--- src/logic/simd_pkg.sv ---
/*
 * Packed-SIMD arithmetic unit shared definitions
 * Register geometry, lane sizes, operation codes and request/response structs
 */
package simd_pkg;

  // Register geometry
  localparam int unsigned XLEN      = 32;
  localparam int unsigned BYTE_W    = 8;
  localparam int unsigned NUM_BYTES = XLEN / BYTE_W;

  // Lane size chosen per request
  typedef enum logic [1:0] {
    LW_8  = 2'd0,
    LW_16 = 2'd1,
    LW_32 = 2'd2
  } lane_width_e;

  typedef enum logic [3:0] {
    OP_ADD   = 4'd0,
    OP_SUB   = 4'd1,
    OP_HADD  = 4'd2,
    OP_HSUB  = 4'd3,
    OP_SADD  = 4'd4,
    OP_SSUB  = 4'd5,
    OP_CMPEQ = 4'd6,
    OP_CMPLT = 4'd7,
    OP_CMPLE = 4'd8,
    OP_MIN   = 4'd9,
    OP_MAX   = 4'd10,
    OP_SLL   = 4'd11,
    OP_SRL   = 4'd12,
    OP_SRA   = 4'd13
  } simd_op_e;

  typedef struct packed {
    simd_op_e        op;
    lane_width_e     width;
    logic            is_signed;
    logic [XLEN-1:0] operand_a;
    logic [XLEN-1:0] operand_b;
  } simd_req_t;

  typedef struct packed {
    logic [XLEN-1:0] result;
    logic            overflow;  // any lane clamped on SADD/SSUB
  } simd_rsp_t;

  // One flag per byte slice
  typedef logic [NUM_BYTES-1:0] lane_flags_t;

  // Copy the flag held by each lane's top byte into every byte of that lane
  function automatic lane_flags_t lane_from_top(input lane_flags_t top,
                                                input lane_width_e width);
    lane_flags_t spread;
    unique case (width)
      LW_8:    spread = top;
      LW_16:   spread = {{2{top[3]}}, {2{top[1]}}};
      default: spread = {NUM_BYTES{top[NUM_BYTES-1]}};
    endcase
    return spread;
  endfunction

endpackage

--- src/logic/simd_alu_top.sv ---
/*
 * Packed-SIMD arithmetic unit top level
 * Adder, comparator and shifter lanes with a one-cycle registered response
 */
module simd_alu_top (
  input  logic                clk_i,
  input  logic                rst_n_i,
  input  logic                req_valid_i,
  input  simd_pkg::simd_req_t req_i,
  output logic                rsp_valid_o,
  output simd_pkg::simd_rsp_t rsp_o
);

  localparam int unsigned XLEN = simd_pkg::XLEN;

  logic [XLEN-1:0]       adder_sum;
  simd_pkg::lane_flags_t adder_carry;
  logic [XLEN-1:0]       adder_result;
  logic                  adder_overflow;
  logic [XLEN-1:0]       compare_result;
  logic [XLEN-1:0]       shift_result;
  simd_pkg::simd_rsp_t   rsp_d;

  ////////////////////////////////////////////////////////////////////////////
  // Lane datapaths
  ////////////////////////////////////////////////////////////////////////////

  simd_lane_adder simd_lane_adder_i (
    .req_i      (req_i),
    .sum_o      (adder_sum),
    .carry_o    (adder_carry),
    .result_o   (adder_result),
    .overflow_o (adder_overflow)
  );

  // Compare works on the adder difference
  simd_lane_compare simd_lane_compare_i (
    .req_i    (req_i),
    .sum_i    (adder_sum),
    .carry_i  (adder_carry),
    .result_o (compare_result)
  );

  simd_lane_shifter simd_lane_shifter_i (
    .req_i    (req_i),
    .result_o (shift_result)
  );

  ////////////////////////////////////////////////////////////////////////////
  // Result select and response register
  ////////////////////////////////////////////////////////////////////////////

  always_comb begin
    unique case (req_i.op)
      simd_pkg::OP_ADD,  simd_pkg::OP_SUB,
      simd_pkg::OP_HADD, simd_pkg::OP_HSUB,
      simd_pkg::OP_SADD, simd_pkg::OP_SSUB:  rsp_d.result = adder_result;

      simd_pkg::OP_CMPEQ, simd_pkg::OP_CMPLT,
      simd_pkg::OP_CMPLE, simd_pkg::OP_MIN,
      simd_pkg::OP_MAX:                      rsp_d.result = compare_result;

      simd_pkg::OP_SLL, simd_pkg::OP_SRL,
      simd_pkg::OP_SRA:                      rsp_d.result = shift_result;

      default:                               rsp_d.result = '0;
    endcase
    // Adder only raises this on saturating ops
    rsp_d.overflow = adder_overflow;
  end

  always_ff @(posedge clk_i or negedge rst_n_i) begin
    if (!rst_n_i) begin
      rsp_valid_o <= 1'b0;
      rsp_o       <= '0;
    end else begin
      rsp_valid_o <= req_valid_i;
      if (req_valid_i) begin
        rsp_o <= rsp_d;
      end
    end
  end

endmodule

--- src/logic/simd_lane_adder.sv ---
/*
 * Byte-sliced SIMD adder
 * Carry chain is cut at lane edges; gives wrapping, halving and saturating results
 */
module simd_lane_adder (
  input  simd_pkg::simd_req_t       req_i,
  output logic [simd_pkg::XLEN-1:0] sum_o,
  output simd_pkg::lane_flags_t     carry_o,
  output logic [simd_pkg::XLEN-1:0] result_o,
  output logic                      overflow_o
);

  localparam int unsigned XLEN = simd_pkg::XLEN;
  localparam int unsigned BW   = simd_pkg::BYTE_W;
  localparam int unsigned NB   = simd_pkg::NUM_BYTES;

  logic                       sub;
  logic                       half_op;
  logic                       sat_op;
  simd_pkg::lane_flags_t      lane_top;
  simd_pkg::lane_flags_t      lane_start;
  simd_pkg::lane_flags_t      carry_in;
  simd_pkg::lane_flags_t      ext;
  simd_pkg::lane_flags_t      clamp_top;
  simd_pkg::lane_flags_t      clamp;
  simd_pkg::lane_flags_t      lane_ext;
  logic [NB-1:0][BW:0]        slice;
  logic [XLEN-1:0]            operand_b_x;
  logic [XLEN-1:0]            half_result;
  logic [XLEN-1:0]            sat_result;

  ////////////////////////////////////////////////////////////////////////////
  // Op decode
  ////////////////////////////////////////////////////////////////////////////

  always_comb begin
    unique case (req_i.op)
      simd_pkg::OP_SUB,   simd_pkg::OP_HSUB,  simd_pkg::OP_SSUB,
      simd_pkg::OP_CMPEQ, simd_pkg::OP_CMPLT, simd_pkg::OP_CMPLE,
      simd_pkg::OP_MIN,   simd_pkg::OP_MAX: sub = 1'b1;
      default:                              sub = 1'b0;
    endcase
  end

  assign half_op = (req_i.op == simd_pkg::OP_HADD) || (req_i.op == simd_pkg::OP_HSUB);
  assign sat_op  = (req_i.op == simd_pkg::OP_SADD) || (req_i.op == simd_pkg::OP_SSUB);

  // Top byte of every lane
  always_comb begin
    unique case (req_i.width)
      simd_pkg::LW_8:  lane_top = 4'b1111;
      simd_pkg::LW_16: lane_top = 4'b1010;
      default:         lane_top = 4'b1000;
    endcase
  end

  // A lane starts right above the previous lane's top byte
  assign lane_start = {lane_top[NB-2:0], 1'b1};

  ////////////////////////////////////////////////////////////////////////////
  // Sliced adder
  ////////////////////////////////////////////////////////////////////////////

  assign operand_b_x = sub ? ~req_i.operand_b : req_i.operand_b;

  always_comb begin
    carry_in[0] = sub;
    slice[0]    = {1'b0, req_i.operand_a[BW-1:0]} + {1'b0, operand_b_x[BW-1:0]}
                + {{BW{1'b0}}, carry_in[0]};
    for (int i = 1; i < NB; i++) begin
      // Chain breaks here when a new lane begins
      carry_in[i] = lane_start[i] ? sub : slice[i-1][BW];
      slice[i]    = {1'b0, req_i.operand_a[BW*i +: BW]} + {1'b0, operand_b_x[BW*i +: BW]}
                  + {{BW{1'b0}}, carry_in[i]};
    end
  end

  always_comb begin
    for (int i = 0; i < NB; i++) begin
      sum_o[BW*i +: BW] = slice[i][BW-1:0];
      carry_o[i]        = slice[i][BW];
      // Extra bit of the full-precision result, valid at lane tops
      ext[i] = (req_i.is_signed & req_i.operand_a[BW*i+BW-1])
             ^ (req_i.is_signed & req_i.operand_b[BW*i+BW-1])
             ^ sub ^ slice[i][BW];
    end
  end

  ////////////////////////////////////////////////////////////////////////////
  // Halving and saturation
  ////////////////////////////////////////////////////////////////////////////

  always_comb begin
    half_result = {1'b0, sum_o[XLEN-1:1]};
    for (int i = 0; i < NB; i++) begin
      if (lane_top[i]) begin
        half_result[BW*i+BW-1] = ext[i];
      end
    end
  end

  // Signed clamps when the two top bits disagree, unsigned on carry or borrow
  always_comb begin
    for (int i = 0; i < NB; i++) begin
      clamp_top[i] = lane_top[i]
                   & (req_i.is_signed ? (ext[i] ^ slice[i][BW-1]) : ext[i]);
    end
  end

  assign clamp    = simd_pkg::lane_from_top(clamp_top, req_i.width);
  assign lane_ext = simd_pkg::lane_from_top(ext, req_i.width);

  always_comb begin
    logic [BW-1:0] sat_byte;
    for (int i = 0; i < NB; i++) begin
      // Signed min is 80..00, max 7f..ff; unsigned is all ones or zero
      if (req_i.is_signed) begin
        sat_byte[BW-2:0] = {(BW-1){~lane_ext[i]}};
        sat_byte[BW-1]   = lane_top[i] ^ ~lane_ext[i];
      end else begin
        sat_byte = {BW{~sub}};
      end
      sat_result[BW*i +: BW] = clamp[i] ? sat_byte : sum_o[BW*i +: BW];
    end
  end

  assign overflow_o = sat_op & (|clamp_top);

  always_comb begin
    if (half_op) begin
      result_o = half_result;
    end else if (sat_op) begin
      result_o = sat_result;
    end else begin
      result_o = sum_o;
    end
  end

endmodule

--- src/logic/simd_lane_compare.sv ---
/*
 * SIMD lane comparator
 * Equal/less lane masks from the adder difference, used for compares and min/max
 */
module simd_lane_compare (
  input  simd_pkg::simd_req_t       req_i,
  input  logic [simd_pkg::XLEN-1:0] sum_i,
  input  simd_pkg::lane_flags_t     carry_i,
  output logic [simd_pkg::XLEN-1:0] result_o
);

  localparam int unsigned BW = simd_pkg::BYTE_W;
  localparam int unsigned NB = simd_pkg::NUM_BYTES;

  simd_pkg::lane_flags_t byte_zero;
  simd_pkg::lane_flags_t byte_less;
  simd_pkg::lane_flags_t lane_eq;
  simd_pkg::lane_flags_t lane_lt;
  simd_pkg::lane_flags_t mask;

  // Per-byte flags; only the top byte of a lane carries a valid less flag
  always_comb begin
    logic a_msb;
    logic b_msb;
    for (int i = 0; i < NB; i++) begin
      a_msb        = req_i.operand_a[BW*i+BW-1];
      b_msb        = req_i.operand_b[BW*i+BW-1];
      byte_zero[i] = (sum_i[BW*i +: BW] == '0);
      if (req_i.is_signed) begin
        byte_less[i] = (a_msb == b_msb) ? sum_i[BW*i+BW-1] : a_msb;
      end else begin
        // Borrow out of the lane means a < b
        byte_less[i] = ~carry_i[i];
      end
    end
  end

  // Lane is equal only if every byte of the difference is zero
  always_comb begin
    unique case (req_i.width)
      simd_pkg::LW_8:  lane_eq = byte_zero;
      simd_pkg::LW_16: lane_eq = {{2{&byte_zero[3:2]}}, {2{&byte_zero[1:0]}}};
      default:         lane_eq = {NB{&byte_zero}};
    endcase
  end

  assign lane_lt = simd_pkg::lane_from_top(byte_less, req_i.width);

  always_comb begin
    unique case (req_i.op)
      simd_pkg::OP_CMPEQ: mask = lane_eq;
      simd_pkg::OP_CMPLE: mask = lane_eq | lane_lt;
      default:            mask = lane_lt;
    endcase
  end

  // Widen to all-ones lanes, or pick operand lanes for min/max
  always_comb begin
    for (int i = 0; i < NB; i++) begin
      unique case (req_i.op)
        simd_pkg::OP_MIN: result_o[BW*i +: BW] = mask[i] ? req_i.operand_a[BW*i +: BW]
                                                         : req_i.operand_b[BW*i +: BW];
        simd_pkg::OP_MAX: result_o[BW*i +: BW] = mask[i] ? req_i.operand_b[BW*i +: BW]
                                                         : req_i.operand_a[BW*i +: BW];
        default:          result_o[BW*i +: BW] = {BW{mask[i]}};
      endcase
    end
  end

endmodule

--- src/logic/simd_lane_shifter.sv ---
/*
 * SIMD lane shifter
 * Staged right shifter confined to lanes; left shifts run on lane-reversed data
 */
module simd_lane_shifter (
  input  simd_pkg::simd_req_t       req_i,
  output logic [simd_pkg::XLEN-1:0] result_o
);

  localparam int unsigned XLEN   = simd_pkg::XLEN;
  localparam int unsigned BW     = simd_pkg::BYTE_W;
  localparam int unsigned NB     = simd_pkg::NUM_BYTES;
  localparam int unsigned STAGES = 5;

  logic                      shift_left;
  logic                      shift_arith;
  logic [4:0]                pos_mask;
  simd_pkg::lane_flags_t     byte_msb;
  simd_pkg::lane_flags_t     lane_sign;
  logic [NB-1:0][4:0]        lane_amt;
  logic [XLEN-1:0]           shift_src;
  logic [XLEN-1:0]           fill_mask;
  logic [XLEN-1:0]           right_result;
  logic [STAGES:0][XLEN-1:0] stage_v;

  // Mirror bits inside each lane
  function automatic logic [XLEN-1:0] lane_reverse(input logic [XLEN-1:0] x,
                                                   input simd_pkg::lane_width_e w);
    logic [XLEN-1:0] r;
    for (int p = 0; p < XLEN; p++) begin
      unique case (w)
        simd_pkg::LW_8:  r[p] = x[(p / BW) * BW + BW - 1 - (p % BW)];
        simd_pkg::LW_16: r[p] = x[(p / (2*BW)) * (2*BW) + 2*BW - 1 - (p % (2*BW))];
        default:         r[p] = x[XLEN - 1 - p];
      endcase
    end
    return r;
  endfunction

  assign shift_left  = (req_i.op == simd_pkg::OP_SLL);
  assign shift_arith = (req_i.op == simd_pkg::OP_SRA);
  assign shift_src   = shift_left ? lane_reverse(req_i.operand_a, req_i.width)
                                  : req_i.operand_a;

  // Bit position inside a lane, and the amount taken from the same lane of B
  always_comb begin
    unique case (req_i.width)
      simd_pkg::LW_8:  pos_mask = 5'd7;
      simd_pkg::LW_16: pos_mask = 5'd15;
      default:         pos_mask = 5'd31;
    endcase
    for (int i = 0; i < NB; i++) begin
      unique case (req_i.width)
        simd_pkg::LW_8:  lane_amt[i] = {2'b00, req_i.operand_b[BW*i +: 3]};
        simd_pkg::LW_16: lane_amt[i] = {1'b0, req_i.operand_b[2*BW*(i/2) +: 4]};
        default:         lane_amt[i] = req_i.operand_b[4:0];
      endcase
      byte_msb[i] = req_i.operand_a[BW*i+BW-1];
    end
  end

  assign lane_sign = simd_pkg::lane_from_top(byte_msb, req_i.width);

  ////////////////////////////////////////////////////////////////////////////
  // Log shifter where stage k moves by 2**k when lane amount bit k is set
  ////////////////////////////////////////////////////////////////////////////

  always_comb begin
    logic [XLEN-1:0] moved;
    logic [5:0]      reach;
    stage_v[0] = shift_src;
    for (int k = 0; k < STAGES; k++) begin
      moved = stage_v[k] >> (1 << k);
      for (int p = 0; p < XLEN; p++) begin
        reach = {1'b0, 5'(p) & pos_mask} + 6'(1 << k);
        if (!lane_amt[p / BW][k]) begin
          stage_v[k+1][p] = stage_v[k][p];
        end else if (reach > {1'b0, pos_mask}) begin
          // Source bit sits in the next lane up
          stage_v[k+1][p] = 1'b0;
        end else begin
          stage_v[k+1][p] = moved[p];
        end
      end
    end
  end

  // Thermometer of vacated bits below each lane top, filled with sign on SRA
  always_comb begin
    for (int p = 0; p < XLEN; p++) begin
      fill_mask[p]    = (pos_mask - (5'(p) & pos_mask)) < lane_amt[p / BW];
      right_result[p] = stage_v[STAGES][p] | (fill_mask[p] & shift_arith & lane_sign[p / BW]);
    end
  end

  assign result_o = shift_left ? lane_reverse(right_result, req_i.width) : right_result;

endmodule

--- config.mk ---
export PLATFORM = sky130hd
export DESIGN_NAME = simd_alu_top
export DESIGN_NICKNAME = d
export VERILOG_FILES = /design/src/logic/simd_pkg.sv /design/src/logic/simd_alu_top.sv /design/src/logic/simd_lane_adder.sv /design/src/logic/simd_lane_compare.sv /design/src/logic/simd_lane_shifter.sv
export SDC_FILE = /design/constraint.sdc
export NUM_CORES = 1
export LEC_CHECK = 0
export BUFFER_PORTS_ARGS = -buffer_cell sky130_fd_sc_hd__buf_2
export CAP_MARGIN = 20
export CORE_ASPECT_RATIO = 0.75
export CORE_MARGIN = 4
export CORE_UTILIZATION = 40
export CTS_CLUSTER_SIZE = 20
export DETAILED_ROUTE_END_ITERATION = 8
export PLACE_DENSITY = 0.63
export SYNTH_ARGS = -nofsm -noshare
export SYNTH_HDL_FRONTEND = slang
export SYNTH_HIERARCHICAL = 1
export SYNTH_SLANG_ARGS = --single-unit
--- constraint.sdc ---
create_clock -name clk_i -period 1.7 [get_ports clk_i]
set_clock_uncertainty 0.1 [all_clocks]
set_input_delay 0.17 -clock clk_i [delete_from_list [all_inputs] [get_ports clk_i]]
set_output_delay 0.17 -clock clk_i [all_outputs]
set_load 0.02 [all_outputs]
Word level (Yosys, flattened, before mapping)
Memory sizes are Yosys's and may differ from the RTL's. Index checks and enable logic that the tools add are counted.

ROM bits: 16. Bits in registers: 34. Memories kept: 1. Bits of input ports: 74. Output and inout bits: 34.

Memories: (no name shown) (depth 16, bits a word 1, read ports 1, clocked after memory_dff 0, write ports 0, line simd_lane_adder.sv:37) `unique case (req_i.op)`.

Reductions and logical operators: 15. $lt $le $gt $ge: 161. Muxes and demuxes: 410. Bitwise operators: 140. Equal/unequal tests: 18. Add/subtract/negate cells: 163.

Operators by type and width (count): $gt 6x5->1 (124); $mux 1 (308); $lt 5x5->1 (32); $mux 32 (5); $mux 8 (16); $pmux 1 s2 (64); $pmux 32 s3 (1); $add 5x1->6 const B (15); $add 5x2->6 const B (14); $sub 5x5->5 (16); $and 1x1->1 (76); $add 5x3->6 const B (12); $pmux 8 s2 (4); $pmux 5 s2 (5); $add 4x5->6 const B (8); $add 5x4->6 const B (8); $add 4x1->5 const B (8); $add 4x2->5 const B (8); $add 4x3->5 const B (8); $add 4x4->5 const B (8); $sub 5x4->5 (8); $add 8x8->9 (4); $add 9x1->9 (4); $logic_not 8->1 (4); 47 further kinds (147).

Logic depth before layout (Yosys ltp)
Gate-level depths: netlist (run 1).

Word-level depth: 19. Depth in mapped cells: 40. Gate-level depth less buffers: 36.

Modules after synthesis
Netlist (run 1), hierarchy kept.

Modules (own cells, without submodules): simd_lane_shifter (instances 1, area an instance 4956.0 µm², seq. area each 0.0 µm², cells each 796); simd_lane_adder (instances 1, area an instance 3208.1 µm², seq. area each 0.0 µm², cells each 466); simd_alu_top (instances 1, area an instance 2312.2 µm², seq. area each 850.8 µm², cells each 263); simd_lane_compare (instances 1, area an instance 908.4 µm², seq. area each 0.0 µm², cells each 140).

Least setup slack after synthesis (run 1)
Ideal clock, no wire load.

Path type: input -> register. From: input req_i[69] (netlist name). To: register rsp_o[16] (netlist name). Stages: 39. Required time: 1.474 ns. Slack: -7.463 ns. Data arrival time: 8.937 ns. Cells stage by stage: nor3_1 > a211o_1 > clkbuf_1 > clkbuf_1 > buf_1 > xnor2_1 > ha_1 > and3_1 > a221oi_1 > o21ai_0 > o21bai_1 > fa_1 > fa_1 > nor2b_1 > o311a_1 > nor2_2 > nand2_1 > o21ai_0 > [... 3 more ...] > o31a_1 > o221ai_1 > a31oi_1 > fa_1 > fa_1 > a211oi_1 > nor2_1 > o21a_1 > nor2_1 > xnor2_1 > nor4_1 > nand2_1 > nor3_1 > o2111ai_1 > o21ai_2 > mux2i_1 > a221o_1 > a221o_1.

Elaborated cells between the ends (all ways): 191.

RTL lines: from (decl) (line simd_alu_top.sv:9) `input simd_pkg::simd_req_t req_i,`; $mem_v2 16x1 *; $mux 32 (line simd_lane_adder.sv:64) `assign operand_b_x = sub ? ~req_i.operand_b : req_i.operand_b;`; $add 8x8->9 (line simd_lane_adder.sv:68) `slice[0] = {1'b0, req_i.operand_a[BW-1:0]} + {1'b0, operand_b_x[BW-1:0]}`; $add 9x1->9 * (line simd_lane_adder.sv:69) `+ {{BW{1'b0}}, carry_in[0]};`; net adder_carry[0] (line simd_alu_top.sv:17) `simd_pkg::lane_flags_t adder_carry;`; $mux 1 * (line simd_lane_adder.sv:72) `carry_in[i] = lane_start[i] ? sub : slice[i-1][BW];`; $add 9x1->9 * (line simd_lane_adder.sv:74) `+ {{BW{1'b0}}, carry_in[i]};`; $mux 1 * (line simd_lane_adder.sv:72); [... 3 more ...]; net adder_sum[30] (line simd_alu_top.sv:16) `logic [XLEN-1:0] adder_sum;`; [... 1 more ...]; $reduce_and 4->1 * (line simd_lane_compare.sv:43) `default: lane_eq = {NB{&byte_zero}};`; $pmux 4 s2 * (line simd_lane_compare.sv:40) `unique case (req_i.width)`; $or 4x4->4 (line simd_lane_compare.sv:52) `simd_pkg::OP_CMPLE: mask = lane_eq | lane_lt;`; $pmux 4 s2 * (line simd_lane_compare.sv:50) `unique case (req_i.op)`; $mux 8, on equally long branches (line simd_lane_compare.sv:63, simd_lane_compare.sv:61); $pmux 8 s2 * (line simd_lane_compare.sv:60) `unique case (req_i.op)`; net compare_result[15] (line simd_alu_top.sv:20) `logic [XLEN-1:0] compare_result;`; $pmux 32 s3 * (line simd_alu_top.sv:54) `unique case (req_i.op)`; to (signal assigned) (line simd_alu_top.sv:79) `rsp_o <= rsp_d;`; to (decl) (line simd_alu_top.sv:11) `output simd_pkg::simd_rsp_t rsp_o`.

Mark *: on every way through the listed nets, which the timed path passes. The rest lies on a longest branch. A chain may end at the register's enable or synchronous reset.

Worst setup path in the final report (run 1)
From: input req_i[70] (netlist name). To: register rsp_o[6] (netlist name).

Same word-level chain as after synthesis.

==> results.yml, run 1 <==
final_layout:
  fill_cells: 2594
  area_growth_pct: 53.1
  final_design_area_no_fill_mm2: 0.0174
  fin_cells: 2665
  postLayoutCoreUtil_pct: 62.1
  layout.nets: 2392
  num_antenna_cells: 0
  drive_gt1_share_pct: 38.9
synthesis:
  yosysSeqAreaShare_pct: 7.47
  syn_nets: 1778
  synth_top_family_by_area: "compound AO/OA/AOI/OAI gates"
  avgSynthCellArea_um2: 6.84
  synth_cell_types: 104
  synth_fa_ha_area_share_pct: 4.75
  synth.cell_area_mm2: 0.0114
  postSynthCellCount: 1665
  yosys.area_share.simple_pct: 26.0
  synth_edf_count: 0
  synth_compound_area_share_pct: 43.0
  synth.area.mux_share_pct: 6.32
  synthFlopType: "dfrtp_1"
  synth-seq-cells: 34
  ys_warn_count: 6
  async_reset_ff_share_pct: 100
  synth_xor_area_share_pct: 6.20
drt:
  wirelength_mm: 69.8
  avgRoutedWirePerCell_um: 26.2
  drt-initial-drc-count: 2856
  vias_per_cell: 6.52
  postRouteAntennaNets: 0
  via_count: 17400
  drc: 0
  first_pass_iters: 6
timing:
  period_share_pct: 474
  finalSetupTns_ns: -206.28
  maxSlewHeadroom_pct: 38.1
  finalHoldViolations: 0
  grt_setup_unrepaired: "yes"
  tightest_slew_ns: 0.929
  drv_slew: 0
  period_minus_slack_ns: 8.06
  setup_violations: 33
  max_freq_mhz: 124
  setup_slack_ns: -6.36
  hold_slack_ns: 0.150
cts:
  cts_tree: "built"
  h-tree-depth: 2
  cts_buffers: 5
  clk_latency_ns: 0.28
  clk_path_buf_depth: 2
  root_buffer: "clkbuf_16"
  clkSinkCount: 34
  clk_pin_slew_ns: 0.05
global_routing:
  grt_first_pass_wirelength_mm: 101
  grt.total_usage_pct: 42.0
  first_global_vias: 15600
  grt_max_degree: 83
  antenna_found_initial: 2
  grt_overflow_total: 0
critical_path:
  startpoint_type: "primary input"
  cp.arrival_ns: 8.12
  crit_path_frequent_cell: "fa_2"
  worstPathRequired_ns: 1.76
  critPathCaptureType: "register"
  max_stage_delay_ns: 0.42
  cp_max_fo: 8
  worst-r2r-setup-slack_ns: 0.37
  slowest_stage: "a211o_4"
  worstSetupPathType: "in -> reg"
floorplan:
  die_w_um: 203
  core_area_mm2: 0.0281
  die-area_mm2: 0.0313
  rows: 53
  io_pins: 108
  dieHeight_um: 154
  start_util_pct: 40.6
pwr:
  power_density_mw_per_mm2: 767
  p_seq_share_pct: 9.6
  comb_power_share_pct: 83.3
  pwr-share-clk_pct: 7.1
  vdd_drop_max_uv: 449
  p_leak_nw: 7.68
  p_int_mw: 6.74
  switching_share_pct: 49.6
  switchingPower_mw: 6.64
  p_total_mw: 13.4
placed_design:
  dp_hpwl_mm: 56.8
  dp_cells: 2636
  gp_congestion: 1.08
  dpl_cell_area_mm2: 0.0167
  port_buffers: 107
  dpl_worst_slack_ns: -6.76
outcome:
  violations: "setup timing"
  status: "complete, but fails checks"
worst_hold_path:
  holdCritPathClass: "in -> reg"
run:
  cap_violations: 0
==> sequential cells by signal, summed over array words and instances, names as in the netlist <==
register and cells:
rsp_valid_o 1, rsp_o 33
==> cell usage after synthesis, types with 19 or more instances <==
library cell | instances | area (µm²)
o211ai_1 | 52 | 390
a31oi_1 | 53 | 332
nor3_1 | 21 | 105
a22oi_1 | 19 | 143
o22ai_1 | 20 | 125
buf_2 | 41 | 205
a21oi_1 | 136 | 681
a221o_1 | 50 | 500
nand2b_1 | 39 | 244
inv_1 | 34 | 128
o21ai_1 | 32 | 160
nand3_1 | 71 | 355
mux2_2 | 29 | 327
nor2_1 | 111 | 417
a211oi_1 | 36 | 270
dfrtp_1 | 34 | 851
ha_1 | 32 | 400
o21ai_0 | 103 | 515
nand2_1 | 185 | 694
clkbuf_1 | 63 | 236
xnor2_1 | 61 | 534
nor2b_1 | 80 | 500
==> kinds of logic (layout without fill, tap and decap cells) <==
logic type / after synthesis / after routing
compound gates: 697 / 697
simple gates: 597 / 597
buf+inv: 161 / 776
xor+xnor: 75 / 75
mux: 62 / 62
fa+ha+maj: 39 / 39
flops: 34 / 34
==> worst paths after layout <==
kind	start	to	cells after the start
max reg2reg	rsp_o[11]	rsp_o[11]	4
min	req_valid_i	rsp_valid_o	2
max in group asynchronous	rst_n_i	rsp_o[17]	3
max	req_i[70]	rsp_o[6]	38
min reg2reg	rsp_o[0]	rsp_o[0]	1
min in group asynchronous	rst_n_i	rsp_valid_o	3
==> repair_timing <==
action | CTS | global route
endpoints found under the setup margin | 33 | 33
pin swaps | 34 | 34
hold endpoints to repair | 34 | 0
resized for setup | 50 | 36
hold buffers | 1 | 0
buffers inserted | 12 | 10
==> worst max-delay path: cells and delay by family <==
kind | cells | cell delay (ns)
multiplexers | 1 | 0.16
AO/OA/AOI/OAI | 17 | 3.98
buffers and inverters | 2 | 0.25
AND/OR/NAND/NOR | 9 | 1.30
adder cells (fa/ha/maj) | 7 | 1.99
XOR/XNOR | 2 | 0.25
==> metal layers <==
layer	vias up	wire length, µm	global-route usage (%)
met3	165	11700	17.3
met5	-	135	2.95
met1	8157	29700	62.0
met4	6	2140	10.2
met2	1413	26100	55.3
li1	7641	-	-
==> power groups by stage <==
stage	clock [mW]	combinational [mW]	sequential, mW
after detailed placement	0	10.2	1.26
after CTS	0.938	10.5	1.25
after global routing	0.979	11.7	1.28
after global placement	0	10.1	1.26
after floorplan	0	4.92	1.43
final	0.945	11.1	1.28
==> cell type report <==
type                    instances  area, µm²  share of cell area, %
clock inverters                 1       5.00                 0.0287
flip-flops and latches         34        851                   4.88
inverters                      39        146                  0.840
well taps                     385        482                   2.76
multi-input cells            1470      10400                   59.6
repair buffers                729       5410                   31.1
clock buffers                   7        143                  0.818
==> cell usage in the layout, fill, tap and decap left out, types with 17 or more instances in the layout <==
cell type and n:
nor2b_1 76, nand3_1 68, a221o_1 50, a22oi_1 19
o211ai_1 52, a211oi_1 31, inv_1 33, dfrtp_1 34
nor2_1 110, a21o_1 17, nand2b_1 39, buf_2 102
buf_4 606, xnor2_1 55, o21ai_1 37, nand2_1 180
mux2_2 29, o22ai_1 20, a21oi_1 134, a31oi_1 52
ha_1 30, o21ai_0 95
Note: power is estimated with default switching activity, not from simulation.
==> run 2, diff against run 1 <==
--- a/config.mk
+++ b/config.mk
@@ -6,4 +6,5 @@
 export NUM_CORES = 1
 export LEC_CHECK = 0
+export ABC_AREA = 1
 export BUFFER_PORTS_ARGS = -buffer_cell sky130_fd_sc_hd__buf_2
 export CAP_MARGIN = 20
@@ -13,5 +14,5 @@
 export CTS_CLUSTER_SIZE = 20
 export DETAILED_ROUTE_END_ITERATION = 8
-export PLACE_DENSITY = 0.63
+export PLACE_DENSITY = 0.62
 export SYNTH_ARGS = -nofsm -noshare
 export SYNTH_HDL_FRONTEND = slang
==> constraint.sdc (replaced) <==
create_clock -name clk_i -period 1.7 [get_ports clk_i]
set_clock_uncertainty 0.1 [all_clocks]
set_input_delay 0.255 -clock clk_i [delete_from_list [all_inputs] [get_ports clk_i]]
set_output_delay 0.255 -clock clk_i [all_outputs]
set_load 0.02 [all_outputs]
==> run 2 against run 1 <==
  * The flow still finishes with violations (setup timing)
  * Critical path depth grew 12
  * Clock-buffer cell count fell by 2
  * Cell count grew 19%
  * Total power shrank 12%
  * Flip-flop and latch count stayed put
  * Sequential power fell by 11%
  * Die area rose by 2.8%
  * Register-to-register slack improved by 0.52 ns
  * Via count increased by 3.2%
  * Critical path type unchanged
  * Largest cell class unchanged
==> results.yml, run 2 <==
synthesis:
  avgSynthCellArea_um2: 5.05
  yosys.area.top_type: "nand2_1"
  synth_edf_count: 0
  yosysSeqAreaShare_pct: 7.26
  syn_nets: 2434
  synth_cell_types: 53
  yosysMostFrequentCell: "nand2_1"
  async_reset_ff_share_pct: 100
  synthFlopType: "dfrtp_1"
  ys_warn_count: 6
  yosysTopAreaCellShare_pct: 29.6
  netlist_top_cells_count: "nand2_1 (925), nand3_1 (487), inv_1 (222)"
  synth-seq-cells: 34
  postSynthCellCount: 2321
  synth.cell_area_mm2: 0.0117
  synth.area.top_cells: "nand2_1 (30%), nand3_1 (21%), dfrtp_1 (7.3%)"
final_layout:
  largest_reg_flops: 33
  mostFrequentLayoutCells: "nand2_1 (877), buf_4 (425), nand3_1 (410), inv_1 (219), nor2_1 (159)"
  largestRegisters: "rsp_o (33), rsp_valid_o (1)"
  fin_cells: 3182
  area_growth_pct: 45.6
  final_common_cell: "nand2_1"
  drive_gt1_share_pct: 29.8
  layout.nets: 2908
  top_register: "rsp_o"
  fill_cells: 2870
pwr:
  power_density_mw_per_mm2: 689
  vdd_drop_max_uv: 551
  p_leak_nw: 9.62
  p_total_mw: 11.8
drt:
  vias_per_cell: 5.64
  avgRoutedWirePerCell_um: 21.0
  drt-initial-drc-count: 2821
  drc: 0
  postRouteAntennaNets: 0
  via_count: 17900
  wirelength_mm: 66.9
  first_pass_iters: 8
cts:
  clk_path_buf_depth: 2
  root_buffer: "clkbuf_16"
  cts_tree: "built"
  cts_buffers: 5
  clkSinkCount: 34
  h-tree-depth: 2
  clk_pin_slew_ns: 0.06
  clk_latency_ns: 0.29
critical_path:
  crit_path_frequent_cell: "nand2_1"
  critPathCaptureType: "register"
  setup.worst_path.start: "req_i[68]"
  worst-r2r-setup-slack_ns: 0.89
  slowest_stage: "fa_2"
  worstPathRequired_ns: 1.83
  r2r_end: "rsp_o[18]"
  worstSetupPathType: "in -> reg"
  cp_max_fo: 8
  cp.arrival_ns: 6.60
  r2r_cells: 2
  reg2reg_from: "rsp_o[18]"
  startpoint_type: "primary input"
  max_stage_delay_ns: 0.38
timing:
  finalSetupTns_ns: -155.67
  hold_slack_ns: 0.308
  finalHoldViolations: 0
  setup_slack_ns: -4.78
  period_share_pct: 381
  setup_violations: 33
  grt_setup_unrepaired: "yes"
  period_minus_slack_ns: 6.48
  tightest_slew_ns: 0.935
  maxSlewHeadroom_pct: 37.6
  drv_slew: 0
  max_freq_mhz: 154
global_routing:
  first_global_vias: 15600
  grt_overflow_total: 0
  grt_max_degree: 75
  antenna_found_initial: 2
  grt.total_usage_pct: 39.4
  grt_first_pass_wirelength_mm: 96.7
placed_design:
  dp_cells: 3127
  port_buffers: 107
  dpl_worst_slack_ns: -5.21
  gp_congestion: 1.07
  dp_hpwl_mm: 53.8
floorplan:
  die_w_um: 206
  rows: 53
  dieHeight_um: 156
  core_area_mm2: 0.0284
  start_util_pct: 41.2
  io_pins: 108
  die-area_mm2: 0.0321
worst_hold_path:
  hold_depth: 2
  min_from: "req_valid_i"
  hold_end: "rsp_valid_o"
  holdCritPathClass: "in -> reg"
outcome:
  status: "complete, but fails checks"
  violations: "setup timing"
run:
  cap_violations: 0
[run 2: changes by cell type after synthesis, moves of 37 or more]
| cell | delta |
|---|---|
| nand2_1 | +740 |
| inv_1 | +188 |
| nand3_1 | +416 |
| nor2_1 | +52 |
| a221o_1 | -50 |
| nor2b_1 | -80 |
| xor2_1 | +37 |
| o211ai_1 | -46 |
| a31oi_1 | -45 |
| o21ai_0 | -75 |
| xnor2_1 | -56 |
| nand2b_1 | -39 |
| a21oi_1 | -46 |
[run 2: how the worst max path moves through the flow]
stage / endpoint / slack, ns
global placement: rsp_o[29] / -5.03
detailed placement: rsp_o[29] / -5.21
CTS: rsp_o[29] / -4.67
global route: rsp_o[29] / -5.09
floorplan: rsp_o[30] / -4.84
finish: rsp_o[22] / -4.78
[run 2: final cells by class]
type                       count  area, µm²  area share, %
clock inverter                 3       68.8          0.403
timing repair buffer         563       4340           25.4
inverter                     246        933           5.47
sequential                    34        851           4.99
multi-input combinational   1945      10300           60.2
clock buffer                   5        125          0.733
tap                          385        482           2.82
antenna                        1       2.50         0.0147
[run 2: kinds of logic after synthesis]
family | Yosys count | share of synthesized area (%)
adders and majority gates | 39 | 4.61
buffers and inverters | 347 | 12.7
AOI/OAI and AO/OA | 174 | 8.94
and+or+nand+nor | 1675 | 62.6
xor gates and xnor gates | 52 | 3.89
DFF | 34 | 7.26
[run 2: layer usage]
layer / up-vias / wire length (µm) / GRT usage (%)
li1: 8393 / - / -
met1: 8163 / 30100 / 61.8
met2: 1258 / 24100 / 50.0
met3: 131 / 10600 / 13.4
met4: 0 / 2050 / 10.0
met5: - / 0 / 0
[run 2: timing repair]
item                                   in CTS  in global routing
hold buffers                                1                  0
cloned                                      7                  2
setup endpoints to repair                  33                 33
pin swaps                                  22                 52
setup buffers                              34                  2
endpoints found under the hold margin      34                  0
resized for setup                          79                107
[run 2: critical path, delay by kind of cell]
family	cells	cell delay, ns
adder cells (fa/ha/maj)	7	2.20
buffers and inverters	5	0.56
XOR/XNOR	2	0.26
AO/OA/AOI/OAI	6	0.56
AND/OR/NAND/NOR	30	2.77
[run 2: report_power, final]
part	internal [mW]	switching (mW)	leakage [nW]	total [mW]
clock network	0.843	0.387	0.0940	1.23
logic	3.69	5.70	9.10	9.40
registers	0.989	0.152	0.432	1.14
[run 2: metrics by stage]
stage | util (%) | area [µm²]
floorplan | - | 11800
global placement | 54.8 | 15600
detailed placement | 54.8 | 15600
CTS | 58.1 | 16500
global route | 60.0 | 17100
finish | 60.0 | 17100
==> run 3, diff against run 2 <==
Settings changed: SETUP_SLACK_MARGIN set to 0.05.
==> run 3 against run 2 <==
  * The run still ends with setup timing left
  * Sequential power barely moved
  * Total power barely moved
  * Design area did not move
  * Cell count did not move
  * First-iteration DRC count rose by 2.0%
  * Non-clock buffer count did not move
  * Utilization did not move
  * Clock-buffer cell count did not move
  * Die area did not move
==> results.yml, run 3 (synthesized netlist as in run 2, its figures left out) <==
drt:
  postRouteAntennaNets: 0
  via_count: 18000
  wirelength_mm: 66.7
  drc: 0
  drt-initial-drc-count: 2877
  first_pass_iters: 7
  vias_per_cell: 5.65
  avgRoutedWirePerCell_um: 21.0
timing:
  finalHoldViolations: 0
  period_minus_slack_ns: 6.46
  drv_slew: 0
  period_share_pct: 380
  setup_slack_ns: -4.76
  maxSlewHeadroom_pct: 37.0
  max_freq_mhz: 155
  grt_setup_unrepaired: "yes"
  tightest_slew_ns: 0.945
  setup_violations: 33
global_routing:
  grt_first_pass_wirelength_mm: 96.7
  grt_max_degree: 75
  grt.total_usage_pct: 39.4
  first_global_vias: 15600
  grt_overflow_total: 0
  antenna_found_initial: 2
cts:
  clk_latency_ns: 0.29
  clkSinkCount: 34
  cts_tree: "built"
  h-tree-depth: 2
  root_buffer: "clkbuf_16"
  clk_pin_slew_ns: 0.06
  cts_buffers: 5
  clk_path_buf_depth: 2
pwr:
  p_leak_nw: 9.62
  vdd_drop_max_uv: 550
  power_density_mw_per_mm2: 690
  p_total_mw: 11.8
final_layout:
  area_growth_pct: 45.6
  fill_cells: 2870
  largest_reg_flops: 33
  final_design_area_no_fill_mm2: 0.0171
  final_common_cell: "nand2_1"
  layout.nets: 2908
  drive_gt1_share_pct: 29.8
  postLayoutCoreUtil_pct: 60.0
  mostFrequentLayoutCells: "nand2_1 (877), buf_4 (425), nand3_1 (410), inv_1 (219), nor2_1 (159)"
  top_register: "rsp_o"
  largestRegisters: "rsp_o (33), rsp_valid_o (1)"
outcome:
  status: "complete, but fails checks"
  violations: "setup timing"
floorplan:
  die-area_mm2: 0.0321
  io_pins: 108
  rows: 53
  die_w_um: 206
  start_util_pct: 41.2
  dieHeight_um: 156
  core_area_mm2: 0.0284
critical_path:
  max_stage_delay_ns: 0.38
  worstSetupPathType: "in -> reg"
  cp_max_fo: 8
  critPathCaptureType: "register"
  startpoint_type: "primary input"
  slowest_stage: "fa_2"
  cp.arrival_ns: 6.54
  worstPathRequired_ns: 1.78
run:
  cap_violations: 0
placed_design:
  gp_congestion: 1.07
  port_buffers: 107
  dp_hpwl_mm: 53.8
  dpl_cell_area_mm2: 0.0156
worst_hold_path:
  holdCritPathClass: "in -> reg"
## run 3: layer usage
metal  wire length (µm)  vias to the layer above  global-route usage (%)
met5                  0                        -                       0
met4               2100                        0                    10.0
met3              10500                      126                    13.4
met2              23900                     1258                    50.0
met1              30200                     8217                    61.8
li1                   -                     8393                       -
## run 3: area by class of cell
type	instances	area, µm²	area share, %
sequential	34	851	4.99
inverter	246	933	5.47
tap	385	482	2.82
timing repair buffer	563	4340	25.4
multi-input combinational	1945	10300	60.2
antenna	1	2.50	0.0147
clock inverter	3	68.8	0.403
clock buffer	5	125	0.733
## run 3: critical path, delay by kind of cell
| kind | cells | cell delay (ns) |
|---|---|---|
| buffers and inverters | 4 | 0.43 |
| AOI/OAI and AO/OA | 6 | 0.56 |
| xor gates and xnor gates | 2 | 0.26 |
| and+or+nand+nor | 30 | 2.80 |
| adders and majority gates | 7 | 2.21 |
## run 3: through the flow
step                std cells  setup TNS, ns  hold slack, ns  setup WS (ns)
floorplan                2321        -158.31          -0.141          -4.84
global placement         3127        -162.17           0.209          -5.03
detailed placement       3127        -168.83           0.218          -5.21
CTS                      3177        -151.90           0.301          -4.67
global route             3181        -166.74           0.324          -5.09
finish                   3182        -155.55           0.308          -4.76
## run 3: final timing paths
| check | start | endpoint | slack, ns | cells after the start |
|---|---|---|---|---|
| min | req_valid_i | rsp_valid_o | 0.31 | 2 |
| min in group asynchronous | rst_n_i | rsp_o[6] | 0.44 | 3 |
| max | req_i[68] | rsp_o[23] | -4.76 | 49 |
| min reg2reg | rsp_o[14] | rsp_o[14] | 0.38 | 2 |
| max reg2reg | rsp_o[18] | rsp_o[18] | 0.89 | 2 |
| max in group asynchronous | rst_n_i | rsp_o[30] | 0.74 | 3 |
## run 3: where the power goes
group	leakage, nW	total [mW]	switching (mW)	internal [mW]
clock network	0.0940	1.23	0.389	0.843
logic	9.10	9.39	5.70	3.69
registers	0.432	1.14	0.152	0.989
## run 3: what timing repair did
item,in CTS,in global routing
hold buffers,1,0
resized for setup,79,107
pin swaps,22,52
endpoints found under the hold margin,34,0
cloned,7,2
endpoints found under the setup margin,33,33
buffers inserted,34,2
